==> src/rtl/isa_pkg.sv <==
package isa_pkg;

    localparam int xlen  = 32;
    localparam int nregs = 32;

    typedef logic [$clog2(nregs)-1:0] reg_idx_t;

    // register-register alu ops only
    typedef enum logic [2:0] {
        alu_add  = 3'd0,
        alu_sub  = 3'd1,
        alu_and  = 3'd2,
        alu_or   = 3'd3,
        alu_xor  = 3'd4,
        alu_nor  = 3'd5,
        alu_slt  = 3'd6, // signed
        alu_sltu = 3'd7  // unsigned
    } alu_op_e;

    // one slot of an issued pair
    typedef struct packed {
        logic     valid;
        alu_op_e  op;
        reg_idx_t rd;
        reg_idx_t rj;
        reg_idx_t rk;
    } instr_t;

endpackage
==> src/rtl/pipe_pkg.sv <==
package pipe_pkg;

    import isa_pkg::*;

    // result that can be bypassed to the rf stage
    typedef struct packed {
        logic             en;   // valid and rd nonzero
        reg_idx_t         rd;
        logic [xlen-1:0]  data;
    } fwd_src_t;

    // exe1 stage register contents
    typedef struct packed {
        logic             valid;
        alu_op_e          op;
        reg_idx_t         rd;
        logic [xlen-1:0]  src0;
        logic [xlen-1:0]  src1;
    } ex_entry_t;

    // exe2 stage record, also the writeback port
    typedef struct packed {
        logic             valid;
        reg_idx_t         rd;
        logic [xlen-1:0]  data;
    } wb_t;

endpackage

==> src/rtl/dual_exec_core.sv <==
module dual_exec_core
    import isa_pkg::*;
    import pipe_pkg::*;
(
    input  logic   clk,
    input  logic   rst_n,
    input  instr_t issue0, // older of the pair
    input  instr_t issue1,
    output wb_t    wb0,
    output wb_t    wb1
);

    logic [xlen-1:0] rf_eu0_rj;
    logic [xlen-1:0] rf_eu0_rk;
    logic [xlen-1:0] rf_eu1_rj;
    logic [xlen-1:0] rf_eu1_rk;

    logic [xlen-1:0] eu0_src0;
    logic [xlen-1:0] eu0_src1;
    logic [xlen-1:0] eu1_src0;
    logic [xlen-1:0] eu1_src1;

    ex_entry_t ex1_q0;
    ex_entry_t ex1_q1;
    wb_t       ex2_q0;
    wb_t       ex2_q1;

    logic [xlen-1:0] alu_res0;
    logic [xlen-1:0] alu_res1;

    fwd_src_t ex1_fwd0;
    fwd_src_t ex1_fwd1;
    fwd_src_t ex2_fwd0;
    fwd_src_t ex2_fwd1;

    // r0 results never bypass
    function automatic fwd_src_t mk_fwd(logic valid, reg_idx_t rd, logic [xlen-1:0] data);
        fwd_src_t f;
        f.en   = valid && (rd != '0);
        f.rd   = rd;
        f.data = data;
        return f;
    endfunction

    regfile u_regfile (
        .clk    (clk),
        .rst_n  (rst_n),
        .raddr0 (issue0.rj),
        .raddr1 (issue0.rk),
        .raddr2 (issue1.rj),
        .raddr3 (issue1.rk),
        .rdata0 (rf_eu0_rj),
        .rdata1 (rf_eu0_rk),
        .rdata2 (rf_eu1_rj),
        .rdata3 (rf_eu1_rk),
        .wr0    (ex2_q0),
        .wr1    (ex2_q1)
    );

    assign ex1_fwd0 = mk_fwd(ex1_q0.valid, ex1_q0.rd, alu_res0);
    assign ex1_fwd1 = mk_fwd(ex1_q1.valid, ex1_q1.rd, alu_res1);
    assign ex2_fwd0 = mk_fwd(ex2_q0.valid, ex2_q0.rd, ex2_q0.data);
    assign ex2_fwd1 = mk_fwd(ex2_q1.valid, ex2_q1.rd, ex2_q1.data);

    forward u_forward (
        .eu0_rj   (issue0.rj),
        .eu0_rk   (issue0.rk),
        .eu1_rj   (issue1.rj),
        .eu1_rk   (issue1.rk),
        .rf00     (rf_eu0_rj),
        .rf01     (rf_eu0_rk),
        .rf10     (rf_eu1_rj),
        .rf11     (rf_eu1_rk),
        .ex1_fwd0 (ex1_fwd0),
        .ex1_fwd1 (ex1_fwd1),
        .ex2_fwd0 (ex2_fwd0),
        .ex2_fwd1 (ex2_fwd1),
        .eu0_src0 (eu0_src0),
        .eu0_src1 (eu0_src1),
        .eu1_src0 (eu1_src0),
        .eu1_src1 (eu1_src1)
    );

    // rf -> exe1
    always_ff @(posedge clk) begin
        if (!rst_n) begin
            ex1_q0.valid <= 1'b0;
            ex1_q1.valid <= 1'b0;
        end else begin
            ex1_q0 <= '{valid: issue0.valid, op: issue0.op, rd: issue0.rd,
                        src0: eu0_src0, src1: eu0_src1};
            ex1_q1 <= '{valid: issue1.valid, op: issue1.op, rd: issue1.rd,
                        src0: eu1_src0, src1: eu1_src1};
        end
    end

    alu u_alu0 (
        .op     (ex1_q0.op),
        .a      (ex1_q0.src0),
        .b      (ex1_q0.src1),
        .result (alu_res0)
    );

    alu u_alu1 (
        .op     (ex1_q1.op),
        .a      (ex1_q1.src0),
        .b      (ex1_q1.src1),
        .result (alu_res1)
    );

    // exe1 -> exe2
    always_ff @(posedge clk) begin
        if (!rst_n) begin
            ex2_q0.valid <= 1'b0;
            ex2_q1.valid <= 1'b0;
        end else begin
            ex2_q0 <= '{valid: ex1_q0.valid, rd: ex1_q0.rd, data: alu_res0};
            ex2_q1 <= '{valid: ex1_q1.valid, rd: ex1_q1.rd, data: alu_res1};
        end
    end

    assign wb0 = ex2_q0;
    assign wb1 = ex2_q1;

    // issuer splits pairs with an intra-pair dependence
    a_no_pair_dep: assert property (@(posedge clk) disable iff (!rst_n)
        issue0.valid && issue1.valid && (issue0.rd != '0)
        |-> (issue1.rj != issue0.rd) && (issue1.rk != issue0.rd))
        else $error("eu1 reads eu0 rd within one pair");

    // first cycle out of reset still drains the cleared exe1 stage
    a_wb_idle_after_reset: assert property (@(posedge clk)
        $rose(rst_n) |=> !wb0.valid && !wb1.valid)
        else $error("wb valid set right after reset");

endmodule

==> src/rtl/alu.sv <==
module alu
    import isa_pkg::*;
(
    input  alu_op_e         op,
    input  logic [xlen-1:0] a,
    input  logic [xlen-1:0] b,
    output logic [xlen-1:0] result
);

    logic lt_s;
    logic lt_u;

    assign lt_s = $signed(a) < $signed(b);
    assign lt_u = a < b;

    always_comb begin
        case (op)
            alu_add: begin
                result = a + b; // wraps
            end
            alu_sub: begin
                result = a - b;
            end
            alu_and: begin
                result = a & b;
            end
            alu_or: begin
                result = a | b;
            end
            alu_xor: begin
                result = a ^ b;
            end
            alu_nor: begin
                result = ~(a | b);
            end
            alu_slt: begin
                result = {{(xlen-1){1'b0}}, lt_s};
            end
            alu_sltu: begin
                result = {{(xlen-1){1'b0}}, lt_u};
            end
            default: begin
                result = '0;
            end
        endcase
    end

endmodule

==> src/rtl/forward.sv <==
module forward
    import isa_pkg::*;
    import pipe_pkg::*;
(
    input  reg_idx_t        eu0_rj,
    input  reg_idx_t        eu0_rk,
    input  reg_idx_t        eu1_rj,
    input  reg_idx_t        eu1_rk,
    input  logic [xlen-1:0] rf00,
    input  logic [xlen-1:0] rf01,
    input  logic [xlen-1:0] rf10,
    input  logic [xlen-1:0] rf11,
    input  fwd_src_t        ex1_fwd0,
    input  fwd_src_t        ex1_fwd1,
    input  fwd_src_t        ex2_fwd0,
    input  fwd_src_t        ex2_fwd1,
    output logic [xlen-1:0] eu0_src0,
    output logic [xlen-1:0] eu0_src1,
    output logic [xlen-1:0] eu1_src0,
    output logic [xlen-1:0] eu1_src1
);

    function automatic logic hit(fwd_src_t src, reg_idx_t idx);
        return src.en && (src.rd == idx);
    endfunction

    // youngest first: exe1 eu1, exe1 eu0, exe2 eu1, exe2 eu0, then rf
    function automatic logic [xlen-1:0] pick(
        reg_idx_t        idx,
        logic [xlen-1:0] rf_val,
        fwd_src_t        y1,
        fwd_src_t        y0,
        fwd_src_t        o1,
        fwd_src_t        o0
    );
        logic [xlen-1:0] val;
        if (idx == '0) begin
            val = '0;
        end else if (hit(y1, idx)) begin
            val = y1.data;
        end else if (hit(y0, idx)) begin
            val = y0.data;
        end else if (hit(o1, idx)) begin
            val = o1.data;
        end else if (hit(o0, idx)) begin
            val = o0.data;
        end else begin
            val = rf_val;
        end
        return val;
    endfunction

    assign eu0_src0 = pick(eu0_rj, rf00, ex1_fwd1, ex1_fwd0, ex2_fwd1, ex2_fwd0);
    assign eu0_src1 = pick(eu0_rk, rf01, ex1_fwd1, ex1_fwd0, ex2_fwd1, ex2_fwd0);
    assign eu1_src0 = pick(eu1_rj, rf10, ex1_fwd1, ex1_fwd0, ex2_fwd1, ex2_fwd0);
    assign eu1_src1 = pick(eu1_rk, rf11, ex1_fwd1, ex1_fwd0, ex2_fwd1, ex2_fwd0);

endmodule

==> src/rtl/regfile.sv <==
module regfile
    import isa_pkg::*;
    import pipe_pkg::*;
(
    input  logic            clk,
    input  logic            rst_n,
    input  reg_idx_t        raddr0,
    input  reg_idx_t        raddr1,
    input  reg_idx_t        raddr2,
    input  reg_idx_t        raddr3,
    output logic [xlen-1:0] rdata0,
    output logic [xlen-1:0] rdata1,
    output logic [xlen-1:0] rdata2,
    output logic [xlen-1:0] rdata3,
    input  wb_t             wr0,
    input  wb_t             wr1
);

    logic [xlen-1:0] regs [nregs];

    logic we0;
    logic we1;

    assign we0 = wr0.valid && (wr0.rd != '0);
    assign we1 = wr1.valid && (wr1.rd != '0);

    always_ff @(posedge clk) begin
        if (!rst_n) begin
            for (int i = 0; i < nregs; i++) begin
                regs[i] <= '0;
            end
        end else begin
            if (we0) regs[wr0.rd] <= wr0.data;
            if (we1) regs[wr1.rd] <= wr1.data; // later write wins on same rd
        end
    end

    assign rdata0 = regs[raddr0];
    assign rdata1 = regs[raddr1];
    assign rdata2 = regs[raddr2];
    assign rdata3 = regs[raddr3];

    // r0 is never written so it keeps its reset value
    a_r0_zero: assert property (@(posedge clk) disable iff (!rst_n) regs[0] == '0)
        else $error("register 0 is nonzero");

endmodule

==> config.mk <==
export PLATFORM = sky130hd
export DESIGN_NAME = dual_exec_core
export DESIGN_NICKNAME = d
export VERILOG_FILES = /design/src/rtl/isa_pkg.sv /design/src/rtl/pipe_pkg.sv /design/src/rtl/dual_exec_core.sv /design/src/rtl/alu.sv /design/src/rtl/forward.sv /design/src/rtl/regfile.sv
export SDC_FILE = /design/constraint.sdc
export NUM_CORES = 2
export LEC_CHECK = 0
export ABC_AREA = 0
export BUFFER_PORTS_ARGS = -buffer_cell sky130_fd_sc_hd__buf_2
export CORE_ASPECT_RATIO = 1.1
export CORE_MARGIN = 2
export CORE_UTILIZATION = 43
export DETAILED_ROUTE_END_ITERATION = 8
export SYNTH_ARGS = -nofsm -noshare
export SYNTH_HDL_FRONTEND = slang
export SYNTH_HIERARCHICAL = 1
export SYNTH_SLANG_ARGS = --single-unit
==> constraint.sdc <==
create_clock -name clk -period 5 [get_ports clk]
set_clock_uncertainty 0.15 [all_clocks]
set_input_delay 0.25 -clock clk [delete_from_list [all_inputs] [get_ports clk]]
set_output_delay 0.25 -clock clk [all_outputs]
set_load 0.05 [all_outputs]
==> summary.md <==
| Metric | Value |
|---|---|
| Met1 WL | `approximately 180 mm` |
| Initial Util | `43.14%` |
| Crit path from | `ex1_q1[32]` |
| Avg WL per Cell | `about 39 µm` |
| Placement-stage cell area | `around 0.11 mm²` |
| R2R depth | `20` |
| Area share of the largest cell type after synthesis | `a little over a third` |
| Synth Register Bits | `1246` |
| TritonCTS Buffers | `between 150 and 200` |
| Syn Area/Cell | `approximately 9.9 µm²` |
| Finish-stage setup viols | `0` |
| DR vias/cell | `7.475` |
| Final Hold Viols | `0` |
| Fin cells | `roughly 13k` |
| Crit start category | `flip-flop` |
| Final Power | `34.81 mW` |
| Status | `complete, no violations` |
| TritonCTS clock tree | `built` |
| Cell-internal power | `roughly 22 mW` |
| Total Wirelength | `a little over 500 mm` |
| Synth area leader | `edfxtp_1` |
| Vias in the first global route | `~95k` |
| Mapped cell area | `between 0.1 and 0.15 mm²` |
| Most frequent cell after synthesis | `mux2i_1` |
| Critical path class | `flip-flop to flip-flop` |
| Top sig layer | `met5` |
| Inst Count DP | `roughly 13k` |
| Clk slew on worst S/H paths | `0.06 ns` |
| Synth top cells by count | `2072 x mux2i_1, 1249 x a22o_1, 1242 x edfxtp_1` |
| Htree depth | `4` |
| Final Util | `between 40% and 50%` |
| Net Sw Frac | `a little under two fifths` |
| CP endpoint kind | `flip-flop` |
| Root buf cell | `clkbuf_16` |
| Worst slew margin relative to its limit | `between 10% and 20%` |
| Met3 routed WL | `between 60 and 70 mm` |
| Clock network fraction of total power | `34.3%` |
| P_sw | `about 13 mW` |
| Core ar. | `around 0.24 mm²` |
| Number of routed nets with antenna violations | `0` |
| Share of synthesized registers carrying an async set or reset | `0%` |
| Fmax | `0.2139 GHz` |
| Die area | `between 0.2 and 0.25 mm²` |
| R2r setup slk | `around 0.33 ns` |
| Worst skew pair latency | `0.87 ns` |
| CP Capture Point | `ex1_q0[0]` |
| Max Cap Violations | `0` |
| Fin crit share | `between 90% and 100%` |
| GPL Wtd Cong | `1.000` |
| Design Area, Final | `0.1127 mm²` |
| Met2 wire length | `221.2 mm` |
| Post-synth top flop | `edfxtp_1` |
| Total grt overflow | `0` |
| Part of the power in registers | `approximately 37%` |
| Layout cells sized above 1 | `10.33%` |
| Nets | `10.24k` |
| Via Count | `between 90k and 100k` |
| Combinational share of power | `29.2%` |
| Detailed Place HPWL | `335.5 mm` |
| Hold crit path type | `primary input to flip-flop` |
| Aggregate global-route resource usage | `40.76%` |
| Reg2Reg Launch Point | `ex1_q1[32]` |
| Die Wd | `469.7 µm` |
| Max VDD drop | `roughly 0.00039 V` |
| Slew @ Worst Pin | `1.322 ns` |
| Pwr Density | `between 300 and 400 mW/mm²` |
| Layout area overhead | `9.838%` |
| Leak | `45.35 nW` |
| Post-synth EDFFs | `1242` |
| Tmin final | `roughly 4.7 ns` |
| Final setup TNS | `0 ns` |
| Reg2reg end | `ex1_q0[0]` |
| CP arrival | `a little over 5 ns` |
| Clock tree buffer depth | `3` |
| Largest net degree at the start of global routing | `between 100 and 150` |
| Pins Over Slew Limit | `0` |
| Initial antenna violation count | `slightly above 40` |
| Synth cell types | `110` |
| Register area share after synthesis | `36.43%` |
| Dominant cells by area after synthesis | `edfxtp_1 36%, mux2i_1 20%, a22o_1 11%` |
| Sink Count | `~1.2k` |
| Site Rows | `around 190` |
| Critical Path RT | `roughly 5.4 ns` |
| Crit-path max FO | `4` |
| YS warnings | `6` |
| Post-CTS setup repair buffer count | `0` |
| DRC violations left | `0` |
| Global-route wire length before repair | `about 710 mm` |
| Initial DRC count | `15.53k` |
| RSZ-0062 raised after global routing | `false` |
| PortBufs | `115` |
| Filler cells | `21.60k` |
| Die Ht | `~520 µm` |
| Top Ports | `approximately 120` |
| TritonRoute pass-1 iters | `7` |
| Cells after Synth | `approximately 10k` |
power by group through the flow:
stage          clock [mW]  sequential [mW]  combinational [mW]
6_report             11.9             12.7                10.2
2_1_floorplan           0             12.8                5.90
5_1_grt              12.3             12.8                10.4
3_3_place_gp            0             12.9                9.59
3_5_place_dp            0             12.9                9.64
4_1_cts              11.9             12.7                9.68
worst max-delay path, cell delays in order, from the launching register on:
cell	delay, ns
edfxtp_1	0.36
inv_1	0.08
ha_1	0.23
fa_1	0.41
o21bai_1	0.30
a2111oi_2	0.14
o21ai_1	0.21
buf_4	0.18
a31oi_4	0.17
o31ai_2	0.30
buf_4	0.20
a31oi_2	0.12
o221ai_1	0.28
nand2_1	0.11
o211ai_1	0.29
buf_12	0.20
a31oi_1	0.09
inv_1	0.10
nand2_1	0.10
o22ai_1	0.24
o32ai_1	0.12
routing by layer:
layer  up-vias  track usage, %
met5         -               0
met2      8652           62.18
li1      39490               -
met4        32           28.72
met1     48290           48.87
met3      2732           12.76
per-stage QoR:
step	setup WS (ns)	hold slack [ns]
3_5_place_dp	0.4595	0.2802
5_1_grt	0.1709	0.08198
6_report	0.3256	0.05876
4_1_cts	0.4383	0.01751
3_3_place_gp	0.5389	0.2797
2_1_floorplan	1.309	0.1989
worst min-delay path by stage:
stage | cells past startpoint | start | to | slack, ns
6_report | 3 | issue1[18] | ex1_q1[72] | 0.06
5_1_grt | 3 | issue1[18] | ex1_q1[72] | 0.08
4_1_cts | 3 | issue1[18] | ex1_q1[72] | 0.02
3_5_place_dp | 1 | issue1[17] | ex1_q1[71] | 0.28
3_3_place_gp | 1 | issue0[17] | ex1_q0[71] | 0.28
2_1_floorplan | 0 | issue0[10] | ex1_fwd0[32] | 0.20
layout by cell type, fill, tap and decap left out, types with 192 or more instances in the layout:
master	count
a22o_1	1249
a22oi_1	388
nand2_1	609
o21ai_0	205
ha_1	192
a21oi_1	749
edfxtp_1	1242
buf_4	432
inv_1	224
nand3_1	406
nor3_1	229
mux2i_1	2072
cell type report:
class | count | area (µm²) | area share, %
diodes | 9 | 22.52 | 0.01999
clock buffers | 177 | 3983 | 3.534
clock inverters | 98 | 1169 | 1.037
inverters | 233 | 874.6 | 0.7761
multi-input cells | 7695 | 59200 | 52.53
flip-flops and latches | 1246 | 37380 | 33.17
well taps | 3135 | 3923 | 3.481
repair buffers | 678 | 6141 | 5.450
sequential cells by signal (all words and copies together) (netlist names):
name and count:
ex1_fwd0 5, ex1_fwd1 5, ex1_q0 68, ex1_q1 68, u_regfile/regs 1024, wb0 38
wb1 38
logic make-up (layout without fill, tap and decap cells):
logic type	count (synthesis)	after routing	share of synthesized area, %
AO/OA/AOI/OAI	3412	3412	24.29
multiplexers	2075	2075	20.25
AND/OR/NAND/NOR	1849	1849	9.013
buffers and inverters	1491	1186	6.470
flip-flops	1246	1246	36.43
adder cells (fa/ha/maj)	196	196	2.420
XOR/XNOR	131	131	1.118
other	1	41	0.003655
timing repair:
action / in CTS / in global routing
endpoints found under the hold margin: 21 / 0
gates resized for setup: 0 / 0
endpoints found under the setup margin: 0 / 0
hold buffers: 35 / 0
Note: power is estimated with default switching activity, not from simulation.
